<file path="src/rtl/adpll_pkg.sv">
package adpll_pkg;

   ////////////////////
   // Word widths
   ////////////////////
   localparam int FCW_W     = 26;
   localparam int ACC_W     = 27;
   localparam int INT_W     = 12;
   localparam int FRA_W     = 14;
   // Filter output to tuning word scaling
   localparam int OTW_SHIFT = 7;

   // Signed capacitor bank limits
   localparam int L_MAX  = 12;
   localparam int L_MIN  = -13;
   localparam int MS_MAX = 127;
   localparam int MS_MIN = -128;

   typedef logic        [FCW_W-1:0] fcw_t;
   typedef logic        [INT_W-1:0] tdc_word_t;
   typedef logic signed [ACC_W-1:0] acc_t;
   typedef logic signed [7:0]       otw_t;
   typedef logic signed [4:0]       otw_l_t;

   // TEST and TX are decoded but behave like PD
   typedef enum logic [1:0] {
      PD   = 2'd0,
      TEST = 2'd1,
      RX   = 2'd2,
      TX   = 2'd3
   } adpll_mode_t;

   typedef enum logic [2:0] {
      IDLE = 3'd0,
      PU   = 3'd1,
      C_L  = 3'd2,
      C_M  = 3'd3,
      C_S  = 3'd4
   } acq_state_t;

   typedef struct packed {
      logic [3:0] alpha_l;
      logic [3:0] alpha_m;
      logic [3:0] alpha_s;
      logic [3:0] beta;     // zero turns the integral path off
      logic [2:0] lambda;
      logic [1:0] iir_n;
   } filter_cfg_t;

   typedef struct packed {
      otw_l_t c_l;
      otw_t   c_m;
      otw_t   c_s;
   } dco_words_t;

   typedef struct packed {
      logic dco_pd;
      logic tdc_pd;
      logic tdc_pd_inj;
   } pwr_ctrl_t;

endpackage

</file>
<file path="src/rtl/phase_accumulator.sv">
`timescale 1ns/1ps

module phase_accumulator
   import adpll_pkg::*;
(
   input  logic      clk,
   input  logic      rst_accum_all,
   input  logic      en,
   input  logic      accum_clear,
   input  fcw_t      fcw,
   input  tdc_word_t tdc_word,
   output acc_t      ph_accum
);

   acc_t ph_diff;
   acc_t fcw_ext;
   acc_t tdc_ext;

   // TDC word sits on the integer field of the FCW
   assign fcw_ext = acc_t'({1'b0, fcw});
   assign tdc_ext = acc_t'({1'b0, tdc_word, {FRA_W{1'b0}}});

   // Phase error per reference cycle
   assign ph_diff = fcw_ext - tdc_ext;

   ////////////////////
   // Accumulator
   ////////////////////
   always_ff @(posedge clk) begin
      if (rst_accum_all) begin
         ph_accum <= '0;
      end else if (en) begin
         if (accum_clear) begin
            ph_accum <= '0;
         end else begin
            ph_accum <= ph_accum + ph_diff;
         end
      end
   end

endmodule

</file>
<file path="config.mk">
export PLATFORM = sky130hd
export DESIGN_NAME = phase_accumulator
export DESIGN_NICKNAME = d
export VERILOG_FILES = /design/src/rtl/adpll_pkg.sv /design/src/rtl/phase_accumulator.sv
export SDC_FILE = /design/constraint.sdc
export NUM_CORES = 1
export LEC_CHECK = 0
export ABC_AREA = 1
export BUFFER_PORTS_ARGS = -buffer_cell sky130_fd_sc_hd__buf_2
export CORE_ASPECT_RATIO = 0.8
export CORE_MARGIN = 2
export CORE_UTILIZATION = 50
export DETAILED_ROUTE_END_ITERATION = 10
export PLACE_DENSITY = 0.82
export SETUP_SLACK_MARGIN = 0.4
export SLEW_MARGIN = 20
export SYNTH_ARGS = -nofsm -noshare
export SYNTH_HDL_FRONTEND = slang
export SYNTH_SLANG_ARGS = --single-unit
</file>
<file path="constraint.sdc">
create_clock -name clk -period 2.82 [get_ports clk]
set_input_delay 0.564 -clock clk [delete_from_list [all_inputs] [get_ports clk]]
set_output_delay 0.564 -clock clk [all_outputs]
set_load 0.05 [all_outputs]
</file>
; After elaboration in Yosys (flattened, before gate mapping)
; Index checks and enable logic that the tools add are counted.
[totals]
register_bits = 27
inputBits = 42
out_inout_bits = 27
word_cells = 4
[op_classes]
add_sub_neg = 2
n_mux = 1
[ops]
columns = cell, count
row1 = 27-bit adder, 1
row2 = 27-bit two-way mux, 1
row3 = 26-bit by 26-bit subtractor with 27-bit output, 1

; Depth between registers and ports, before layout
[depth]
ltp_word = 3
mapped_depth = 15
ltp_nobuf = 15

; Worst setup path before layout
; Ideal clock, no wire load.
[synth_path]
kind = register to register
start = register ph_accum[19]
end = register ph_accum[20]
setup_ns = 0.132
arrival_ns = 2.293
path_slack_ns = 0.395
stages_incl_launch_ff = 13
n_path_buf = 0
synth_period_minus_slack_ns = 2.425
path_cell_list = dfxtp_1 > inv_1 > fa_1 > inv_1 > ha_1 > nand2_1 > nor2_1 > and2_1 > nand4_1 > nand3_1 > nand2_1 > nand3_1 > a21oi_1
[synth_between]
elab_chain_len = 2
[synth_lines]
columns = element, line_no
row1 = start: declaration, phase_accumulator.sv:12  ; output acc_t ph_accum
row2 = start signal: assignment, phase_accumulator.sv:36  ; ph_accum <= ph_accum + ph_diff;
row3 = 27-bit adder, phase_accumulator.sv:36
row4 = 27-bit two-way mux, phase_accumulator.sv:33  ; if (accum_clear) begin
; No other way between the ends.
; A chain may end at the register's enable or synchronous reset.

; Final worst setup path
[layout_path]
start = input port fcw[15]
end = register ph_accum[23]
[layout_between]
elab_chain_len = 3
[layout_lines]
columns = element, line_no
row1 = start: declaration, phase_accumulator.sv:10  ; input fcw_t fcw,
row2 = 26-bit by 26-bit subtractor with 27-bit output, phase_accumulator.sv:24  ; assign ph_diff = fcw_ext - tdc_ext;
row3 = 27-bit adder, phase_accumulator.sv:36
row4 = 27-bit two-way mux, phase_accumulator.sv:33
; No other way between the ends.

==> reports/metrics.yaml <==
cts:
  cts_tree: "done"
  cts_root_buffer: "clkbuf_8"
  clk_path_buf_depth: 2
  cts_buffers: 3
  htreeDepth: 1
  clkSinkCount: 27
  clk_latency_ns: 0.29
  ctsHoldBuffers: 0
  clkTransAtPathRegs_ns: 0.11
grt:
  grt_remaining_overflow: 0
  grt_pass1_vias: 3416
  grt_max_degree: 28
  grt_pass1_wl_um: 16150
  grt_antenna_before_repair: 0
  grt_use_total_pct: 25.70
critical_path:
  cpMaxStageDelayCell: "fa_1"
  cp_cell_sequence: "buf_2, inv_1, fa_1, inv_1, ha_4, nand2_4, buf_4, nor2_4, nand2_1, inv_1, nand3_1, nand3_1, nand2_1, nand3_2, a21oi_1"
  path_buf_inv: 5
  cp.required_ns: 2.97
  critical_path_arrival_ns: 2.56
  startpoint_type: "input pin"
  end_kind: "flip-flop"
  path_common_cell: "inv_1"
  ff2ff_setup_slack_ns: 0.45
  path_class: "in2reg"
  crit_family: "adder cells"
  path_max_fanout: 5
  cp_slowest_stage_delay_ns: 0.54
power:
  p_switching_uw: 1193
  leakage_uw: 0.002550
  p_per_area_nw_per_um2: 517.3
  power_frac_seq_pct: 19.9
  combinationalPowerShare_pct: 69.2
  total_power_uw: 2257
  swShare_pct: 52.85
  power.internal_uw: 1064
  clkPwrFrac_pct: 11.0
  worst_ir_drop_vdd_v: 0.0003171
sta:
  worstMarginPinSlew_ns: 0.6354
  hold_viol: 0
  period_needed_ns: 2.406
  slew_violations: 0
  tns_ns: 0
  max_freq_mhz: 415.7
  fin_crit_sh_pct: 85.31
  rsz0062_at_grt: "true"
  max_slew_margin_pct: 57.64
  skew_ns: 0.01047
  setup_viol: 0
logic_synthesis:
  synthCells: 626
  syn_area_per_cell_um2: 5.746
  synth_edf_count: 0
  ys_top_cells_by_area: "nand2_1, inv_1, dfxtp_1"
  synth_flop_cell: "dfxtp_1"
  synth.cell_area_um2: 3597
  ys_warn_count: 0
  netlist_top_cells_count: "nand2_1, inv_1, a21oi_1"
  ys_types: 25
  synth.largest_area_cell: "nand2_1"
  synth_seq_cells: 27
  syn-num-nets: 719
  yosysTopAreaCellShare_pct: 20.56
  synth-seq-area-share_pct: 15.03
  yosysMostFrequentCell: "nand2_1"
  async_flop_share_pct: 0
placement:
  place_area_um2: 4043
  dpl.hpwl_um: 8185
  gp_congestion: 0.9441
  dp.cells: 779
  numPortBuffers: 68
layout:
  layout.nets: 793
  instances_no_fill: 786
  fillerInstances: 705
  drive_gt1_share_pct: 21.75
  antenna_cells: 0
  seq_area_um2: 549.3
  fin_util_pct: 63.00
  area_growth_pct: 21.29
  largest_reg_flops: 27
  reg_top3: "ph_accum: 27 flops"
  multiInputGateArea_um2: 2576
  fin_area_um2: 4363
  regMostFlops: "ph_accum"
floorplanning:
  start_util_pct: 51.94
  boundaryPins: 69
  die_h_um: 79.87
  core_um2: 6925
  rows: 27
  fp.dieW_um: 98.83
  dieArea_um2: 7893
routing:
  vias: 3830
  viasPerCell: 4.873
  drtIter0Drc: 195
  wire_per_inst_um: 13.09
  drt-pass1-iter-count: 5
  drc_errors: 0
  wl_um: 10290
  ant_nets: 0
hold_path:
  hold_class: "reg2reg"
job:
  cap_viol_max_count: 0
run_status:
  status: "finished, final reports clean"
## worst paths after layout
check	start	end	cells past startpoint
hold / removal	ph_accum[18]	ph_accum[18]	2
setup / recovery	fcw[15]	ph_accum[23]	15
hold reg to reg	ph_accum[18]	ph_accum[18]	2
setup reg to reg	ph_accum[15]	ph_accum[23]	14
## cell usage in the layout (no fill, tap or decap), types with 3 or more instances in the layout
master / n
nand2_1: 182
inv_1: 177
buf_2: 68
a21oi_1: 45
nand3_1: 39
ha_1: 28
dfxtp_1: 20
nand2_2: 15
nor2_1: 13
o21ai_0: 12
fa_1: 12
nor2_2: 10
a21oi_2: 9
nor2_4: 8
nand4_1: 8
ha_4: 7
dfxtp_2: 7
buf_4: 7
nand3_2: 5
inv_2: 4
ha_2: 4
nand3b_1: 3
o21bai_1: 3
clkbuf_8: 3
## through the flow
step	hold slack (ns)	setup slack [ns]
after floorplan	0.5870	0.4015
after global placement	0.4591	0.001142
after detailed placement	0.4623	-0.02383
after CTS	0.4797	0.3680
after global routing	0.4969	0.3415
final	0.4769	0.4142
## cells by family after synthesis
| logic type | count (synthesis) | synth area share, % |
|---|---|---|
| and+or+nand+nor | 289 | 34.16 |
| DFF | 27 | 15.03 |
| buffers and inverters | 188 | 20.17 |
| xor gates and xnor gates | 1 | 0.2435 |
| adders and majority gates | 51 | 20.24 |
| AOI/OAI and AO/OA | 70 | 10.16 |
## power groups by stage
stage / clock, uW / sequential, uW / combinational, uW
floorplan: 0 / 582 / 866
global placement: 0 / 454 / 1310
detailed placement: 0 / 456 / 1340
CTS: 260 / 448 / 1360
global route: 268 / 454 / 1730
finish: 247 / 448 / 1560
## area by class of cell
cell class                 instances  share of cell area [%]
clock buffer                       4                   1.032
inverter                         181                   15.57
multi-input combinational        411                   59.05
timing repair buffer              76                   9.263
tap                               87                   2.495
sequential                        27                   12.59
## routing by layer
metal | GRT usage (%) | vias up | share of wire [%]
li1 | - | 2017 | -
met1 | 36.99 | 1698 | 49
met5 | 0 | - | 0
met2 | 43.24 | 113 | 45
met4 | 1.918 | 0 | 0.21
met3 | 2.802 | 2 | 5.7
## worst register-to-register path, cell delays in order (launching register included)
cell and delay, ns:
dfxtp_1 0.36, inv_1 0.06, fa_1 0.48, inv_1 0.07, ha_4 0.29, nand2_4 0.07, buf_4 0.14, nor2_4 0.12
nand2_1 0.09, inv_1 0.08, nand3_1 0.13, nand3_1 0.12, nand2_1 0.07, nand3_2 0.09, a21oi_1 0.07
## repair_timing
item                       CTS  global route
setup endpoints to repair    5            11
setup buffers                0             3
gates resized for setup      4            60
pin swaps                    0            14
Note: power is estimated with default switching activity, not from simulation.
