`config.mk`:
```
export PLATFORM = sky130hd
export DESIGN_NAME = acquisition_fsm
export DESIGN_NICKNAME = d
export VERILOG_FILES = /design/src/rtl/adpll_pkg.sv /design/src/rtl/acquisition_fsm.sv
export SDC_FILE = /design/constraint.sdc
export NUM_CORES = 1
export LEC_CHECK = 0
export BUFFER_PORTS_ARGS = -buffer_cell sky130_fd_sc_hd__buf_4
export CAP_MARGIN = 20
export CORE_ASPECT_RATIO = 1.25
export CORE_MARGIN = 2
export CORE_UTILIZATION = 30
export CTS_CLUSTER_DIAMETER = 200
export DETAILED_ROUTE_END_ITERATION = 12
export GPL_TIMING_DRIVEN = 0
export PLACE_DENSITY = 0.54
export SYNTH_ARGS = -nofsm -noshare
export SYNTH_HDL_FRONTEND = slang
export SYNTH_SLANG_ARGS = --single-unit
export TNS_END_PERCENT = 100
```
`constraint.sdc`:
```
create_clock -name clk -period 6.7 [get_ports clk]
set_input_delay 2.01 -clock clk [delete_from_list [all_inputs] [get_ports clk]]
set_output_delay 2.01 -clock clk [all_outputs]
set_load 0.005 [all_outputs]
```
`src/rtl/adpll_pkg.sv`:
```
package adpll_pkg;

   ////////////////////
   // Word widths
   ////////////////////
   localparam int FCW_W     = 26;
   localparam int ACC_W     = 27;
   localparam int INT_W     = 12;
   localparam int FRA_W     = 14;
   // Filter output to tuning word scaling
   localparam int OTW_SHIFT = 7;

   // Signed capacitor bank limits
   localparam int L_MAX  = 12;
   localparam int L_MIN  = -13;
   localparam int MS_MAX = 127;
   localparam int MS_MIN = -128;

   typedef logic        [FCW_W-1:0] fcw_t;
   typedef logic        [INT_W-1:0] tdc_word_t;
   typedef logic signed [ACC_W-1:0] acc_t;
   typedef logic signed [7:0]       otw_t;
   typedef logic signed [4:0]       otw_l_t;

   // TEST and TX are decoded but behave like PD
   typedef enum logic [1:0] {
      PD   = 2'd0,
      TEST = 2'd1,
      RX   = 2'd2,
      TX   = 2'd3
   } adpll_mode_t;

   typedef enum logic [2:0] {
      IDLE = 3'd0,
      PU   = 3'd1,
      C_L  = 3'd2,
      C_M  = 3'd3,
      C_S  = 3'd4
   } acq_state_t;

   typedef struct packed {
      logic [3:0] alpha_l;
      logic [3:0] alpha_m;
      logic [3:0] alpha_s;
      logic [3:0] beta;     // zero turns the integral path off
      logic [2:0] lambda;
      logic [1:0] iir_n;
   } filter_cfg_t;

   typedef struct packed {
      otw_l_t c_l;
      otw_t   c_m;
      otw_t   c_s;
   } dco_words_t;

   typedef struct packed {
      logic dco_pd;
      logic tdc_pd;
      logic tdc_pd_inj;
   } pwr_ctrl_t;

endpackage

```
`src/rtl/acquisition_fsm.sv`:
```
`timescale 1ns/1ps

module acquisition_fsm
   import adpll_pkg::*;
#(
   parameter int PU_TDC_CYCLES  = 16,
   parameter int PU_INJ_CYCLES  = 48,
   parameter int PU_DONE_CYCLES = 112,
   parameter int LOCK_CYCLES    = 480
) (
   input  logic        clk,
   input  logic        rst_accum_all,
   input  logic        en,
   input  fcw_t        fcw,
   input  adpll_mode_t adpll_mode,
   input  logic        lock_detect,
   output acq_state_t  state,
   output pwr_ctrl_t   pwr,
   output logic        accum_clear,
   output logic        lock_clear,
   output logic        lock_enable,
   output logic        bank_freeze,
   output logic        channel_lock
);

   localparam int CNT_MAX = (LOCK_CYCLES > PU_DONE_CYCLES) ? LOCK_CYCLES : PU_DONE_CYCLES;
   localparam int CNT_W   = $clog2(CNT_MAX + 1);

   acq_state_t state_n;
   fcw_t fcw_q;
   adpll_mode_t mode_q;
   logic [CNT_W-1:0] time_cnt_q, time_cnt_n;
   pwr_ctrl_t pwr_n;
   logic accum_clear_n;
   logic channel_lock_n;

   ////////////////////
   // Detector control
   ////////////////////
   assign bank_freeze = lock_detect && ((state == C_L) || (state == C_M));
   // Medium-bank lock leaves the detector disabled, not cleared
   assign lock_clear  = (state == IDLE) || (state == PU) || ((state == C_L) && lock_detect);
   assign lock_enable = ((state == C_L) || (state == C_M)) && !accum_clear;

   ////////////////////
   // Next state
   ////////////////////
   always_comb begin
      state_n        = state;
      time_cnt_n     = time_cnt_q;
      pwr_n          = pwr;
      accum_clear_n  = 1'b0;
      channel_lock_n = channel_lock;
      if ((fcw != fcw_q) || (adpll_mode != mode_q)) begin
         state_n = IDLE;
      end else begin
         case (state)
            IDLE: begin
               time_cnt_n     = '0;
               channel_lock_n = 1'b0;
               if (adpll_mode == RX) begin
                  state_n      = PU;
                  pwr_n.dco_pd = 1'b0;
               end else begin
                  pwr_n = '1;
               end
            end
            PU: begin
               time_cnt_n = time_cnt_q + 1'b1;
               if (time_cnt_q == CNT_W'(PU_TDC_CYCLES - 1)) begin
                  pwr_n.tdc_pd = 1'b0;
               end
               if (time_cnt_q == CNT_W'(PU_INJ_CYCLES - 1)) begin
                  pwr_n.tdc_pd_inj = 1'b0;
               end
               if (time_cnt_q == CNT_W'(PU_DONE_CYCLES)) begin
                  state_n       = C_L;
                  accum_clear_n = 1'b1;
                  time_cnt_n    = '0;
               end
            end
            C_L: begin
               if (lock_detect) begin
                  state_n       = C_M;
                  accum_clear_n = 1'b1;
               end
            end
            C_M: begin
               if (lock_detect) begin
                  state_n       = C_S;
                  accum_clear_n = 1'b1;
               end
            end
            C_S: begin
               // Settling time for the small bank
               if (!channel_lock) begin
                  time_cnt_n = time_cnt_q + 1'b1;
                  if (time_cnt_q == CNT_W'(LOCK_CYCLES)) begin
                     channel_lock_n = 1'b1;
                  end
               end
            end
            default: state_n = IDLE;
         endcase
      end
   end

   always_ff @(posedge clk) begin
      if (rst_accum_all) begin
         state        <= IDLE;
         time_cnt_q   <= '0;
         pwr          <= '1;
         accum_clear  <= 1'b0;
         channel_lock <= 1'b0;
         fcw_q        <= fcw;
         mode_q       <= adpll_mode;
      end else if (en) begin
         state        <= state_n;
         time_cnt_q   <= time_cnt_n;
         pwr          <= pwr_n;
         accum_clear  <= accum_clear_n;
         channel_lock <= channel_lock_n;
         fcw_q        <= fcw;
         mode_q       <= adpll_mode;
      end
   end

endmodule

```
Yosys cells after proc, flatten, opt, wreduce, memory -nomap -nowiden

Cells that the tools add are included.

Eq/ne operators: 20
Shift operators: 0
Magnitude comparators: 0
$add $sub $neg: 1
Reductions and logical operators: 20
Div/mod/pow operators: 0
Multiply operators: 0
Mux-type cells: 25
Bitwise logic cells: 1

Operators by type and width:

| kind                                                   | number |
|---|---|
| two-way mux 26 bit                                     | 2 |
| case mux 9 bit (3 select lines)                        | 1 |
| inequality test 26 bit                                 | 1 |
| two-way mux 9 bit                                      | 2 |
| two-way mux 3 bit                                      | 5 |
| case mux 3 bit (5 select lines)                        | 1 |
| AND reduction 5 bit                                    | 2 |
| adder 9 x 1 -> 9 bit (second input constant)           | 1 |
| equality test 9 x 4 -> 1 bit (second input constant)   | 1 |
| equality test 9 x 6 -> 1 bit (second input constant)   | 1 |
| equality test 9 x 7 -> 1 bit (second input constant)   | 1 |
| equality test 9 bit (second input constant)            | 1 |
| two-way mux 1 bit                                      | 8 |
| equality test 3 x 2 -> 1 bit (second input constant)   | 2 |
| two-way mux 2 bit                                      | 3 |
| inequality test 2 bit (second input constant)          | 3 |
| inequality test 3 x 1 -> 1 bit (second input constant) | 2 |
| inequality test 3 x 2 -> 1 bit (second input constant) | 2 |
| AND reduction 3 bit                                    | 2 |
| AND reduction 6 bit                                    | 1 |
| nonzero test 2 bit                                     | 3 |
| logical OR 1 bit                                       | 4 |
| inequality test 2 x 1 -> 1 bit (second input constant) | 2 |
| case mux 1 bit (2 select lines)                        | 2 |
| other kinds (12)                                       | 14 |

Bits of input ports: 32
Memories: 0
Memory bits (writable): 0
Bits in read-only memories: 0
Bits in latches: 0
Output and inout port bits: 11
Register bits after elaboration: 45

Depth between registers and ports, before layout

Depth after elaboration: 4
Depth in mapped cells: 7
Depth with buffers taken out: 7

Worst setup path before layout

OpenSTA, ideal clock, no wires.

Kind: input -> output
Start: input port lock_detect
End: output port bank_freeze
Stages on the path: 2
Setup slack: 2.496 ns
Arrival: 2.194 ns
Path through: nand2_1 nor2_1

Word-level cells in the longest chain between the ends: 1

Ends and longest elaborated chain:

| element           | RTL line              | source |
|---|---|---|
| start, declared   | acquisition_fsm.sv:16 | `input logic lock_detect,` |
| logical AND 1 bit | acquisition_fsm.sv:40 | `assign bank_freeze = lock_detect && ((state == C_L) \|\| (state == C_M));` |
| end, declared     | acquisition_fsm.sv:22 | `output logic bank_freeze,` |

Every way passes these cells.

Worst setup path in the final report

Start: input port lock_detect
End: output port lock_clear

Word-level cells in the longest chain between the ends: 2

Ends and longest elaborated chain:

| element           | RTL line              | source |
|---|---|---|
| logical AND 1 bit | acquisition_fsm.sv:42 | `assign lock_clear = (state == IDLE) \|\| (state == PU) \|\| ((state == C_L) && lock_detect);` |
| logical OR 1 bit  | acquisition_fsm.sv:42 |  |
| end, declared     | acquisition_fsm.sv:20 | `output logic lock_clear,` |

Every way passes these cells.

==> flow_summary.toml <==
[status]
status = "completed"

[worst_setup_path]
cp-startpoint = "lock_detect"
worstSetupEndpoint = "lock_clear"
cp_data_arrival_time_ps = 2500
regToRegSetupSlack_ps = 4300
path_class = "in -> out"
crit_chain = "buf_4 -> a21oi_1 -> nor2_1 -> buf_4"
worstPathRequired_ps = 4690
cp-end-kind = "output port"
worstPathMaxFanout = 4
worst_r2r_startpoint = "fcw_q[11]"
cp-start-kind = "primary input"
max_stage_delay_ps = 170
r2r_cells = 7
worst_path_max_delay_cell = "a21oi_1"
rr_endpoint = "time_cnt_q[7]"
crit_top_cell = "buf_4"

[synthesis]
yosysSeqAreaShare_pct = 55.0
syn_nets = 225
synth_area_leaders = "edfxtp_1 39%, dfxtp_1 16%, xor2_1 11%, nor2_1 3.0%, nor4_1 2.6%"
synthAdderAreaFrac_pct = 1.17
async_reset_ff_share_pct = 0
synth_xor_area_share_pct = 13.1
ys_ff_latch = 45
synth_compound_area_share_pct = 8.80
yosys_warnings = 0
yosysTopAreaCellShare_pct = 39.2
syn_area_um2 = 2150
synth_top_family_by_area = "simple AND/OR/NAND/NOR gates"
synthMuxAreaShare_pct = 0.932
yosysTopAreaCell = "edfxtp_1"
ys.flop_type = "edfxtp_1"
syn_inst = 191
synth_edf_count = 28
synth_cell_types = 40
synthSimpleGateAreaFrac_pct = 18.4
avgSynthCellArea_um2 = 11.2

[place]
gp_congestion = 0.759
dp.cells = 323
dpl.hpwl_mm = 3.28
io_buffers = 42
placed_cell_area_um2 = 2570

[sta]
setup_viol = 0
fin_tns_setup_ps = 0
rsz0062_at_grt = "false"
max-slew-margin-rel_pct = 55.3
final_hold_viol_count = 0
fin_crit_sh_pct = 67.4
tightest_slew_ps = 670
fmax_mhz = 222
final.min_clock_period_ps = 4510
drv_slew = 0
finClkSkew_ps = 9.30

[clock_network]
clock_latency_ps = 300
tritoncts = "done"
post-cts-setup-buffer-count = 0
htree_levels = 2
ctsLongestPathBuffers = 2
cts-root-buf = "clkbuf_8"
postCtsHoldBufs = 0
cts_buffers = 5
clkTransAtPathRegs_ps = 90
clkSinkCount = 45
post_cts_resized = 0

[global_routing]
globalRoute.totalOverflow = 0
grt_first_pass_wirelength_mm = 7.33
grtUsageTotal_pct = 11.6
grt_max_degree = 30
grt_pass1_vias = 1535
antenna_found_initial = 0

[drt]
first_iter_violations = 89
vias_per_cell = 4.83
drc = 0
vias = 1600
avgRoutedWirePerCell_um = 13.2
drtPass1Iterations = 4
antenna_left = 0
wl_mm = 4.39

[pwr]
p_sw_share_pct = 21.6
p_per_area_nw_per_um2 = 213
p_total_mw = 0.571
internal-power_mw = 0.447
p_switching_mw = 0.123
comb_power_share_pct = 8.8
power_frac_seq_pct = 55.7
p_clk_share_pct = 35.5
p_leak_nw = 0.975
vdd_drop_max_mv = 0.0898

[die]
start_util_pct = 31.0
core_area_um2 = 6930
dieHeight_um = 98.6
die_area_um2 = 7850
die_x_um = 79.7
ios = 43
rows = 34

[hold_path]
hold_path.class = "reg -> reg"

[final_layout]
area_growth_pct = 24.9
layout-drive-gt1-share_pct = 24.9
fin_area_um2 = 2680
instances_no_fill = 331
final_common_cell = "buf_4"
diodes = 0
final_cell_mix = "42 x buf_4, 28 x xor2_1, 28 x edfxtp_1, 17 x nor2_1, 17 x dfxtp_1"
nNetsFinal = 274

[run]
drv_cap = 0
-- layout make-up --
type / count / area (um^2)
Buffer: 5 / 26.3
Timing Repair Buffer: 42 / 315
Multi-Input combinational cell: 133 / 910
Sequential cell: 45 / 1180
Fill cell: 711 / 4250
Tap cell: 90 / 113
Clock inverter: 2 / 35.0
Inverter: 8 / 30.0
Clock buffer: 6 / 72.6
-- flip-flops by register name, summed over array words and instances (netlist names) --
register,cells
state,3
pwr,3
fcw_q,26
time_cnt_q,9
accum_clear,1
mode_q,2
channel_lock,1
-- metal layers --
| metal | vias up | GRT usage [%] | share of wire, % |
|---|---|---|---|
| li1 | 799 | - | - |
| met1 | 755 | 15.3 | 46 |
| met2 | 40 | 18.5 | 47 |
| met3 | 6 | 2.66 | 5.2 |
| met4 | 0 | 4.38 | 1.8 |
| met5 | - | 0 | 0 |
-- per-stage QoR --
stage          hold WS (ps)  utilization (%)  setup slack, ps
6_report                459             38.7             2190
5_1_grt                 497             38.7             2150
4_1_cts                 464             38.7             2180
3_5_place_dp            452             37.1             2180
3_3_place_gp            448             37.1             2180
2_1_floorplan           451                -             2500
-- cell families (layout without fill, tap and decap cells) --
group	after synthesis	after routing
adder cells (fa/ha/maj)	2	2
AO/OA/AOI/OAI	28	28
AND/OR/NAND/NOR	69	69
flip-flops	45	45
buffers and inverters	13	63
XOR/XNOR	32	32
multiplexers	2	2
-- critical path: cells and delay by family --
family / cells / cell delay (ps)
AND/OR/NAND/NOR: 1 / 60
buffers and inverters: 2 / 270
AO/OA/AOI/OAI: 1 / 170
-- cell usage after synthesis, drive strengths merged (5+ instances only) --
cell,n
nand4,5
nor4,13
dfxtp,17
a21oi,8
inv,8
o31ai,5
xor2,28
nor2,17
edfxtp,28
nand2,11
nand3,7
-- worst min-delay path by stage --
stage / from / endpoint / cells after the start
after detailed placement: pwr[1] / pwr[1] / 2
final: pwr[1] / pwr[1] / 2
after floorplan: pwr[0] / pwr[0] / 2
after global routing: pwr[0] / pwr[0] / 2
after CTS: pwr[1] / pwr[1] / 2
after global placement: pwr[0] / pwr[0] / 2
-- power groups by stage --
stage / clock [mW] / combinational (mW) / sequential, mW
6_report: 0.203 / 0.0502 / 0.318
5_1_grt: 0.219 / 0.0556 / 0.320
4_1_cts: 0.209 / 0.0514 / 0.318
3_5_place_dp: 0 / 0.0511 / 0.324
3_3_place_gp: 0 / 0.0508 / 0.324
2_1_floorplan: 0 / 0.0270 / 0.323
No activity file was read; power rests on OpenSTA's default activity.
