[config.mk]
export PLATFORM = sky130hd
export DESIGN_NAME = dco_word_out
export DESIGN_NICKNAME = d
export VERILOG_FILES = /design/src/rtl/adpll_pkg.sv /design/src/rtl/dco_word_out.sv
export SDC_FILE = /design/constraint.sdc
export NUM_CORES = 1
export LEC_CHECK = 0
export BUFFER_PORTS_ARGS = -buffer_cell sky130_fd_sc_hd__buf_2
export CAP_MARGIN = 20
export CORE_MARGIN = 3
export CORE_UTILIZATION = 42
export CTS_CLUSTER_SIZE = 12
export DETAILED_ROUTE_END_ITERATION = 8
export PLACE_DENSITY = 0.89
export SLEW_MARGIN = 20
export SYNTH_ARGS = -nofsm -noshare
export SYNTH_HDL_FRONTEND = slang
export SYNTH_SLANG_ARGS = --single-unit
[constraint.sdc]
create_clock -name clk -period 1.3 [get_ports clk]
set_input_delay 0.065 -clock clk [delete_from_list [all_inputs] [get_ports clk]]
set_output_delay 0.065 -clock clk [all_outputs]
set_load 0.05 [all_outputs]
[src/rtl/adpll_pkg.sv]
package adpll_pkg;

   ////////////////////
   // Word widths
   ////////////////////
   localparam int FCW_W     = 26;
   localparam int ACC_W     = 27;
   localparam int INT_W     = 12;
   localparam int FRA_W     = 14;
   // Filter output to tuning word scaling
   localparam int OTW_SHIFT = 7;

   // Signed capacitor bank limits
   localparam int L_MAX  = 12;
   localparam int L_MIN  = -13;
   localparam int MS_MAX = 127;
   localparam int MS_MIN = -128;

   typedef logic        [FCW_W-1:0] fcw_t;
   typedef logic        [INT_W-1:0] tdc_word_t;
   typedef logic signed [ACC_W-1:0] acc_t;
   typedef logic signed [7:0]       otw_t;
   typedef logic signed [4:0]       otw_l_t;

   // TEST and TX are decoded but behave like PD
   typedef enum logic [1:0] {
      PD   = 2'd0,
      TEST = 2'd1,
      RX   = 2'd2,
      TX   = 2'd3
   } adpll_mode_t;

   typedef enum logic [2:0] {
      IDLE = 3'd0,
      PU   = 3'd1,
      C_L  = 3'd2,
      C_M  = 3'd3,
      C_S  = 3'd4
   } acq_state_t;

   typedef struct packed {
      logic [3:0] alpha_l;
      logic [3:0] alpha_m;
      logic [3:0] alpha_s;
      logic [3:0] beta;     // zero turns the integral path off
      logic [2:0] lambda;
      logic [1:0] iir_n;
   } filter_cfg_t;

   typedef struct packed {
      otw_l_t c_l;
      otw_t   c_m;
      otw_t   c_s;
   } dco_words_t;

   typedef struct packed {
      logic dco_pd;
      logic tdc_pd;
      logic tdc_pd_inj;
   } pwr_ctrl_t;

endpackage

[src/rtl/dco_word_out.sv]
`timescale 1ns/1ps

module dco_word_out
   import adpll_pkg::*;
(
   input  logic       clk,
   input  logic       rst_accum_all,
   input  logic       en,
   input  acq_state_t state,
   input  logic       accum_clear,
   input  logic       bank_freeze,
   input  otw_t       otw,
   input  otw_t       lock_word,
   output dco_words_t dco_words,
   output logic       channel_sat
);

   otw_l_t frz_l_q;
   otw_t   frz_m_q;

   ////////////////////
   // Frozen bank words
   ////////////////////
   always_ff @(posedge clk) begin
      if (rst_accum_all) begin
         frz_l_q <= '0;
         frz_m_q <= '0;
      end else if (en) begin
         if (state == IDLE) begin
            frz_l_q <= '0;
            frz_m_q <= '0;
         end else if (bank_freeze) begin
            case (state)
               C_L:     frz_l_q <= otw_l_t'(lock_word);
               C_M:     frz_m_q <= lock_word;
               default: ;
            endcase
         end
      end
   end

   // Live word goes to the active bank once the clear cycle is over
   assign dco_words.c_l = ((state == C_L) && !accum_clear) ? otw_l_t'(otw) : frz_l_q;
   assign dco_words.c_m = ((state == C_M) && !accum_clear) ? otw : frz_m_q;
   // Small bank is never frozen and reads zero outside its own phase
   assign dco_words.c_s = ((state == C_S) && !accum_clear) ? otw : otw_t'(0);

   // Small bank at either rail
   assign channel_sat = (dco_words.c_s == otw_t'(MS_MAX)) ||
                        (dco_words.c_s == otw_t'(MS_MIN));

endmodule

# Word-level counts from Yosys, hierarchy flattened
# Cells that the tools add are included.
word_totals:
  latchBits: 0
  inputBits: 24
  out_inout_bits: 22
  reg_bits: 13
  elab_cells: 27
  rom_bits: 0
  ram_bits: 0
  memories: 0
op_classes:
  mul: 0
  eq_ne: 5
  n_lt_le_gt_ge: 0
  n_reduce_logical: 11
  n_addsub: 0
  n_shift: 0
  div: 0
  bitwise: 0
  mux: 9
ops:
  columns: ["op", "count"]
  rows:
  - ["two-way mux 8 bit", 5]
  - ["two-way mux 5 bit", 4]
  - ["equality test 8 bit (second input constant)", 2]
  - ["equality test 3 x 2 -> 1 bit (second input constant)", 2]
  - ["AND reduction 3 bit", 2]
  - ["nonzero test 2 bit", 3]
  - ["equality test 3 bit (second input constant)", 1]
  - ["logical AND 1 bit", 3]
  - ["zero test 3 bit", 1]
  - ["zero test 1 bit", 1]
  - ["logical OR 1 bit", 1]

# Longest topological paths before layout
# Gate-level depths: netlist (run 1).
depth:
  ltp_word: 5
  ltp_mapped: 3

# Least setup slack after synthesis (run 1)
# Ideal clock, no wire load.
synth_timing:
  kind: "in2out"
  start: "input port accum_clear"
  end: "output port channel_sat"
  slack_ns: -0.274
  stages: 3
  t_arrival_ns: 1.509
  cell_sequence: "nor4b_2 -> and2_1 -> a22o_1"
synth_lines:
  columns: ["element", "line", "text"]
  rows:
  - ["start: declaration", "dco_word_out.sv:10", "input logic accum_clear,"]
  - ["end: declaration", "dco_word_out.sv:15", "output logic channel_sat"]

==> run metrics, run 1 <==
DRC Markers=0; placed cell count=around 160; clock tree buffer depth=2; fin cells=roughly 160; crit end category=output port; Total GRT Usage=about a quarter; Fin. Hold Viols=0; crit path time final=around 1.3 ns; Synth Area in Adders=0%; first-pass GRT wire length=approximately 4400 um; die height=roughly 50 um; nets@finish=161; fin util=roughly 73%; Rows=15; Synth top area share=32.3%; Routed Antenna Nets=0; total CTS buffers=3; width of the die=49.8 um; HP Class=in -> reg; number of distinct library cells after synthesis=22; Post-Syn Area=a little over 800 sq um; PD cells=~740 nW/um^2; Max Freq=776 MHz; DRT Wirelength=around 2800 um; Mean Syn Cell Area=about 10 sq um; CTS tree=built; Slew HR=between 50 and 60%; FF+latch count, synth=13; core footprint=between 1500 and 2000 sq um; first-pass detailed-route iteration total=4; CP max FO=8; Area Growth Syn to Fin=59.8%; vias in the first global route=897; fill count=150; initial drt markers=19; delay of the slowest critical-path stage=0.35 ns; Compound-Gate Fraction of Synth Area=~11%; Skew-Pair Late Insertion Delay=0.28 ns; Slew Limit Fails=0; Root Buffer=clkbuf_4; placer congestion estimate=0.756; total power=between 900 and 1000 uW; via count=around 870; post-DP HPWL=between 1500 and 2000 um; area share of xor/xnor cells in the synthesized design=0%; most common cell after layout, fill and taps aside=buf_2; Area after DPL=1140 sq um; Setup CP Type=in -> out; final instance area=between 1000 and 1500 sq um; Clock Skew=0 ns; startpoint types=input pin; IO Port Bufs=45; Final Worst Setup Slack=roughly 0.011 ns; Worst-Margin Slew=0.731 ns; initial antenna violation count=0; worst reg-to-reg setup slack=between 0.4 and 0.5 ns; Net Count, Synth=between 100 and 150; Setup violations, final=0; multiplexer share of the synthesized area=between 20% and 30%; CP required=around 1.2 ns; Die ar.=~2500 sq um; CTS sink count=13; Max Cap Violations=0; library cell with the largest summed area after synthesis=dfxtp_1; setup slack at placement=-0.142 ns; status=complete, no violations; Mapped Cells=77; largest family of logic cells by synthesized area=simple AND/OR/NAND/NOR gates; sequential area share after synthesis=32.3%; largest cells by area after synthesis=dfxtp_1 32%, mux2_2 25%, a22o_1 9.8%; effective utilization at floorplan=around 46%; CP cell instances=buf_2 > nand2b_4 > nor3b_4 > buf_12 > mux2_2 > buf_6; wire per inst=about 17 um; Post-Synth Simple-Gate Area=30.6%; hold path depth=2; crit path max-delay cell type=mux2_2; clock-pin slew on the worst setup and hold paths=approximately 0.08 ns; Static Leak=approximately 0.0006 uW; layout cells sized above 1=a little over 60%; Antenna Cells=0; H-tree depth=1; Vias/cell=roughly 5.4; RSZ-0062 raised after global routing=yes; GR Overflow Total=0; synth warn=0; largest net degree at the start of global routing=14; commonest non-fill, non-tap cells in the layout=36 x buf_2, 15 x mux2_2, 13 x dfxtp_1; I/O pins=46; period utilization=between 90 and 100%; worst vdd ir=between 0.5 and 0.6 mV; crit path DAT=1.22 ns; worst r2r path cells=2
==> through the flow <==
step / setup TNS, ns / hold WS, ns
after floorplan: 0 / 0.198
after global placement: -0.478 / 0.283
after detailed placement: -0.699 / 0.287
after CTS: -0.00824 / 0.00525
after global routing: -0.128 / 0.0199
final: 0 / 0.0162
==> routing by layer <==
layer	vias up	GRT usage (%)	wire, um
li1	411	-	-
met1	419	24.9	1090
met2	38	44.9	1530
met3	6	5.74	153
met4	0	8.29	40
met5	-	0	0
==> path summary, 6_finish.rpt <==
kind	from	endpoint
worst min-delay path	lock_word[3]	frz_m_q[3]
worst max register to register	frz_l_q[4]	frz_l_q[4]
worst min register to register	frz_m_q[7]	frz_m_q[7]
worst max-delay path	state[2]	dco_words[13]
==> area by class of cell <==
class	count	area [sq um]	share of cell area, %
Tap cell	25	31.3	2.43
Sequential cell	13	260	20.2
Clock buffer	4	26.3	2.04
Timing Repair Buffer	56	389	30.2
Multi-Input combinational cell	63	581	45.1
==> repair_timing <==
| item | CTS | global route |
|---|---|---|
| setup buffers | 0 | 0 |
| pin swaps | 1 | 1 |
| endpoints found under the setup margin | 9 | 5 |
| resized for setup | 20 | 7 |
| hold endpoints to repair | 2 | 0 |
| hold buffers | 2 | 0 |
==> flip-flops by register name, indices dropped and copies added, names as in the netlist <==
signal,flops
frz_l_q,5
frz_m_q,8
==> logic make-up after synthesis <==
family | Yosys count
muxes | 18
buffers and inverters | 1
and+or+nand+nor | 34
AOI/OAI and AO/OA | 11
DFF | 13
==> where the power goes <==
group          switching, uW  internal [uW]  total (uW)
clock network            141            119         260
logic                    160            116         276
registers               4.92            406         411
total                    305            642         947
==> cells in the mapped netlist (all sizes together) <==
library cell,n
a22o,9
and2,8
and3,1
clkbuf,1
dfxtp,13
mux2,18
nand2b,2
nand3,1
nand3b,1
nand4b,2
nor2,2
nor2b,6
nor3,2
nor3b,6
nor4,1
nor4b,1
o21bai,1
o22ai,1
or4,1
==> worst max-delay path, delay by kind of cell <==
kind / cells / cell delay, ns
muxes: 1 / 0.35
buffers and inverters: 3 / 0.43
and+or+nand+nor: 2 / 0.38
No activity file was read; power rests on OpenSTA's default activity.
==> inputs of run 2 (changes only) <==
- CORE_MARGIN: 3 -> 2
- MAX_ROUTING_LAYER: unset -> met4
==> run 2 against run 1 <==
Maximum frequency increased by 1.7%. Non-clock buffer count increased by 3. Count of clock-buffer cells in the layout shrank 1. First-iteration DRC count is 5.3% lower. Clock power is 4% higher. Sequential power about the same. Core utilization up 2.6 points. Worst setup slack better by 0.022 ns.
==> run metrics, run 2 (synthesized netlist as in run 1, its figures left out) <==
Skew-Pair Late Insertion Delay=0.29 ns (was 0.28 ns); WHS=0.0163 ns (was 0.0162 ns); GR Overflow Total=0 (unchanged); worst reg-to-reg setup slack=0.49 ns (was 0.48 ns); core footprint=1760 sq um (unchanged); status=complete, no violations (unchanged); DRC Markers=0 (unchanged); post-DP HPWL=1880 um (was 1900 um); HP Class=in -> reg (unchanged); Total GRT Usage=24.8% (was 23.7%); worst r2r path cells=2 (unchanged); IO Port Bufs=45 (unchanged); biggest regs=frz_m_q x8, frz_l_q x5 (unchanged); worst vdd ir=0.529 mV (was 0.538 mV); vias in the first global route=815 (was 897); Max Freq=789 MHz (was 776 MHz); hold path depth=2 (unchanged); max FFs per register=8 (unchanged); total CTS buffers=3 (unchanged); commonest non-fill, non-tap cells in the layout=36 x buf_2, 13 x dfxtp_1, 11 x mux2_2 (was 36 x buf_2, 15 x mux2_2, 13 x dfxtp_1); Slew HR=51.0% (was 51.3%); crit path time final=1.27 ns (was 1.29 ns); CTS tree=built (unchanged); crit end category=output port (unchanged); Static Leak=0.000642 uW (was 0.000617 uW); final setup TNS=0 ns (unchanged); Reg with most FFs=frz_m_q (unchanged); Slew Limit Fails=0 (unchanged); most common cell after layout, fill and taps aside=buf_2 (unchanged); effective utilization at floorplan=45.7% (unchanged); R2R Path Start=frz_l_q[1] (was frz_l_q[4]); RR Endpoint=frz_l_q[1] (was frz_l_q[4]); period utilization=97.5% (was 99.2%); Max Cap Violations=0 (unchanged); Die ar.=2280 sq um (was 2480 sq um); Antenna Cells=0 (unchanged); Clock Skew=0 ns (unchanged); Hold Path Origin=lock_word[2] (was lock_word[3]); die height=47.8 um (was 49.8 um); Setup CP Type=in -> out (unchanged); via count=906 (was 874); delay-heaviest family, CP=simple AND/OR/NAND/NOR gates (was buffers and inverters); CP cell instances=buf_2 > or4_4 > nor4_2 > a22o_2 > buf_8 (was buf_2 > nand2b_4 > nor3b_4 > buf_12 > mux2_2 > buf_6); Multi-input gate area=587 sq um (was 581 sq um); largest net degree at the start of global routing=14 (unchanged); clock tree buffer depth=2 (unchanged); startpoint types=input pin (unchanged); I/O pins=46 (unchanged); DRT Wirelength=2860 um (was 2810 um); Fin. Hold Viols=0 (unchanged); Setup violations, final=0 (unchanged); Root Buffer=clkbuf_4 (unchanged); Seq. cell area=260 sq um (unchanged); PD cells=728 nW/um^2 (was 736 nW/um^2); delay of the slowest critical-path stage=0.53 ns (was 0.35 ns); clock-pin slew on the worst setup and hold paths=0.09 ns (was 0.08 ns); placer congestion estimate=0.817 (was 0.756); initial drt markers=18 (was 19); Worst-Margin Slew=0.736 ns (was 0.731 ns); WP buf/inv=2 (was 3); nets@finish=164 (was 161); CP max FO=3 (was 8); width of the die=47.8 um (was 49.8 um); layout cells sized above 1=62.6% (was 61.8%); crit path max-delay cell type=or4_4 (was mux2_2); Endpoint, Worst Hold=frz_m_q[2] (was frz_m_q[3]); wire per inst=17.4 um (was 17.5 um); CTS sink count=13 (unchanged); CP required=1.24 ns (about the same); Area Growth Syn to Fin=65.5% (was 59.8%); first-pass detailed-route iteration total=4 (unchanged); fill count=132 (was 150); initial antenna violation count=0 (unchanged); Vias/cell=5.52 (was 5.43); Rows=15 (unchanged); H-tree depth=1 (unchanged); crit path DAT=1.20 ns (was 1.22 ns); Routed Antenna Nets=0 (unchanged); first-pass GRT wire length=3660 um (was 4390 um)
==> run 2: changes by cell type in the layout (fill, tap and decap cells not counted) <==
| cell | delta |
|---|---|
| buf_12 | -1 |
| buf_4 | +2 |
| buf_6 | -5 |
| buf_8 | +6 |
| clkbuf_1 | -1 |
| clkinv_2 | +1 |
| dlygate4sd3_1 | +1 |
| mux2_2 | -4 |
| mux2_4 | +4 |
| nor4_2 | +1 |
| nor4_4 | -1 |
==> run 2: worst max path at each step <==
| stage | slack (ns) | startpoint | end | depth (start not counted) |
|---|---|---|---|---|
| after floorplan | 0.02 | accum_clear | channel_sat | 3 |
| after global placement | -0.08 | state[2] | dco_words[9] | 6 |
| after detailed placement | -0.10 | state[2] | dco_words[9] | 6 |
| after CTS | 0.00003 | otw[6] | channel_sat | 5 |
| after global routing | -0.02 | otw[6] | channel_sat | 5 |
| final | 0.03 | otw[6] | channel_sat | 5 |
==> run 2: cell type report <==
cell class / count / area share, %
Multi-Input combinational cell: 63 / 44.0
Clock buffer: 3 / 1.69
Tap cell: 25 / 2.35
Clock inverter: 1 / 0.375
Sequential cell: 13 / 19.5
Timing Repair Buffer: 59 / 32.1
==> run 2: through the flow <==
| stage | power, uW | std cells | worst slack, ns | instance area [sq um] | util [%] |
|---|---|---|---|---|---|
| floorplan | 558 | 77 | 0.0198 | 810 | - |
| global placement | 654 | 156 | -0.0759 | 1140 | 64.5 |
| detailed placement | 662 | 156 | -0.105 | 1140 | 64.5 |
| CTS | 944 | 163 | 0.0000323 | 1230 | 69.8 |
| global route | 1010 | 164 | -0.0156 | 1330 | 75.6 |
| finish | 971 | 164 | 0.0321 | 1330 | 75.6 |
==> run 2: where the power goes <==
part	switching, uW	total (uW)	internal [uW]	leakage (uW)
sequential	5.03	412	407	0.000105
clock	156	271	115	0.0000177
combinational	163	289	126	0.000520
==> run 2: per-layer routing <==
metal | track usage (%) | vias up | wire length (um)
li1 | - | 416 | -
met1 | 28.0 | 426 | 1140
met2 | 38.9 | 50 | 1410
met3 | 7.92 | 14 | 188
met4 | 13.0 | 0 | 129
met5 | - | - | 0
==> run 2: timing repair <==
action                     in CTS  in global routing
hold endpoints to repair        3                  0
setup buffers                   0                  1
setup endpoints to repair       9                  9
hold buffers                    3                  0
pin swaps                       1                  1
resized for setup              12                 24
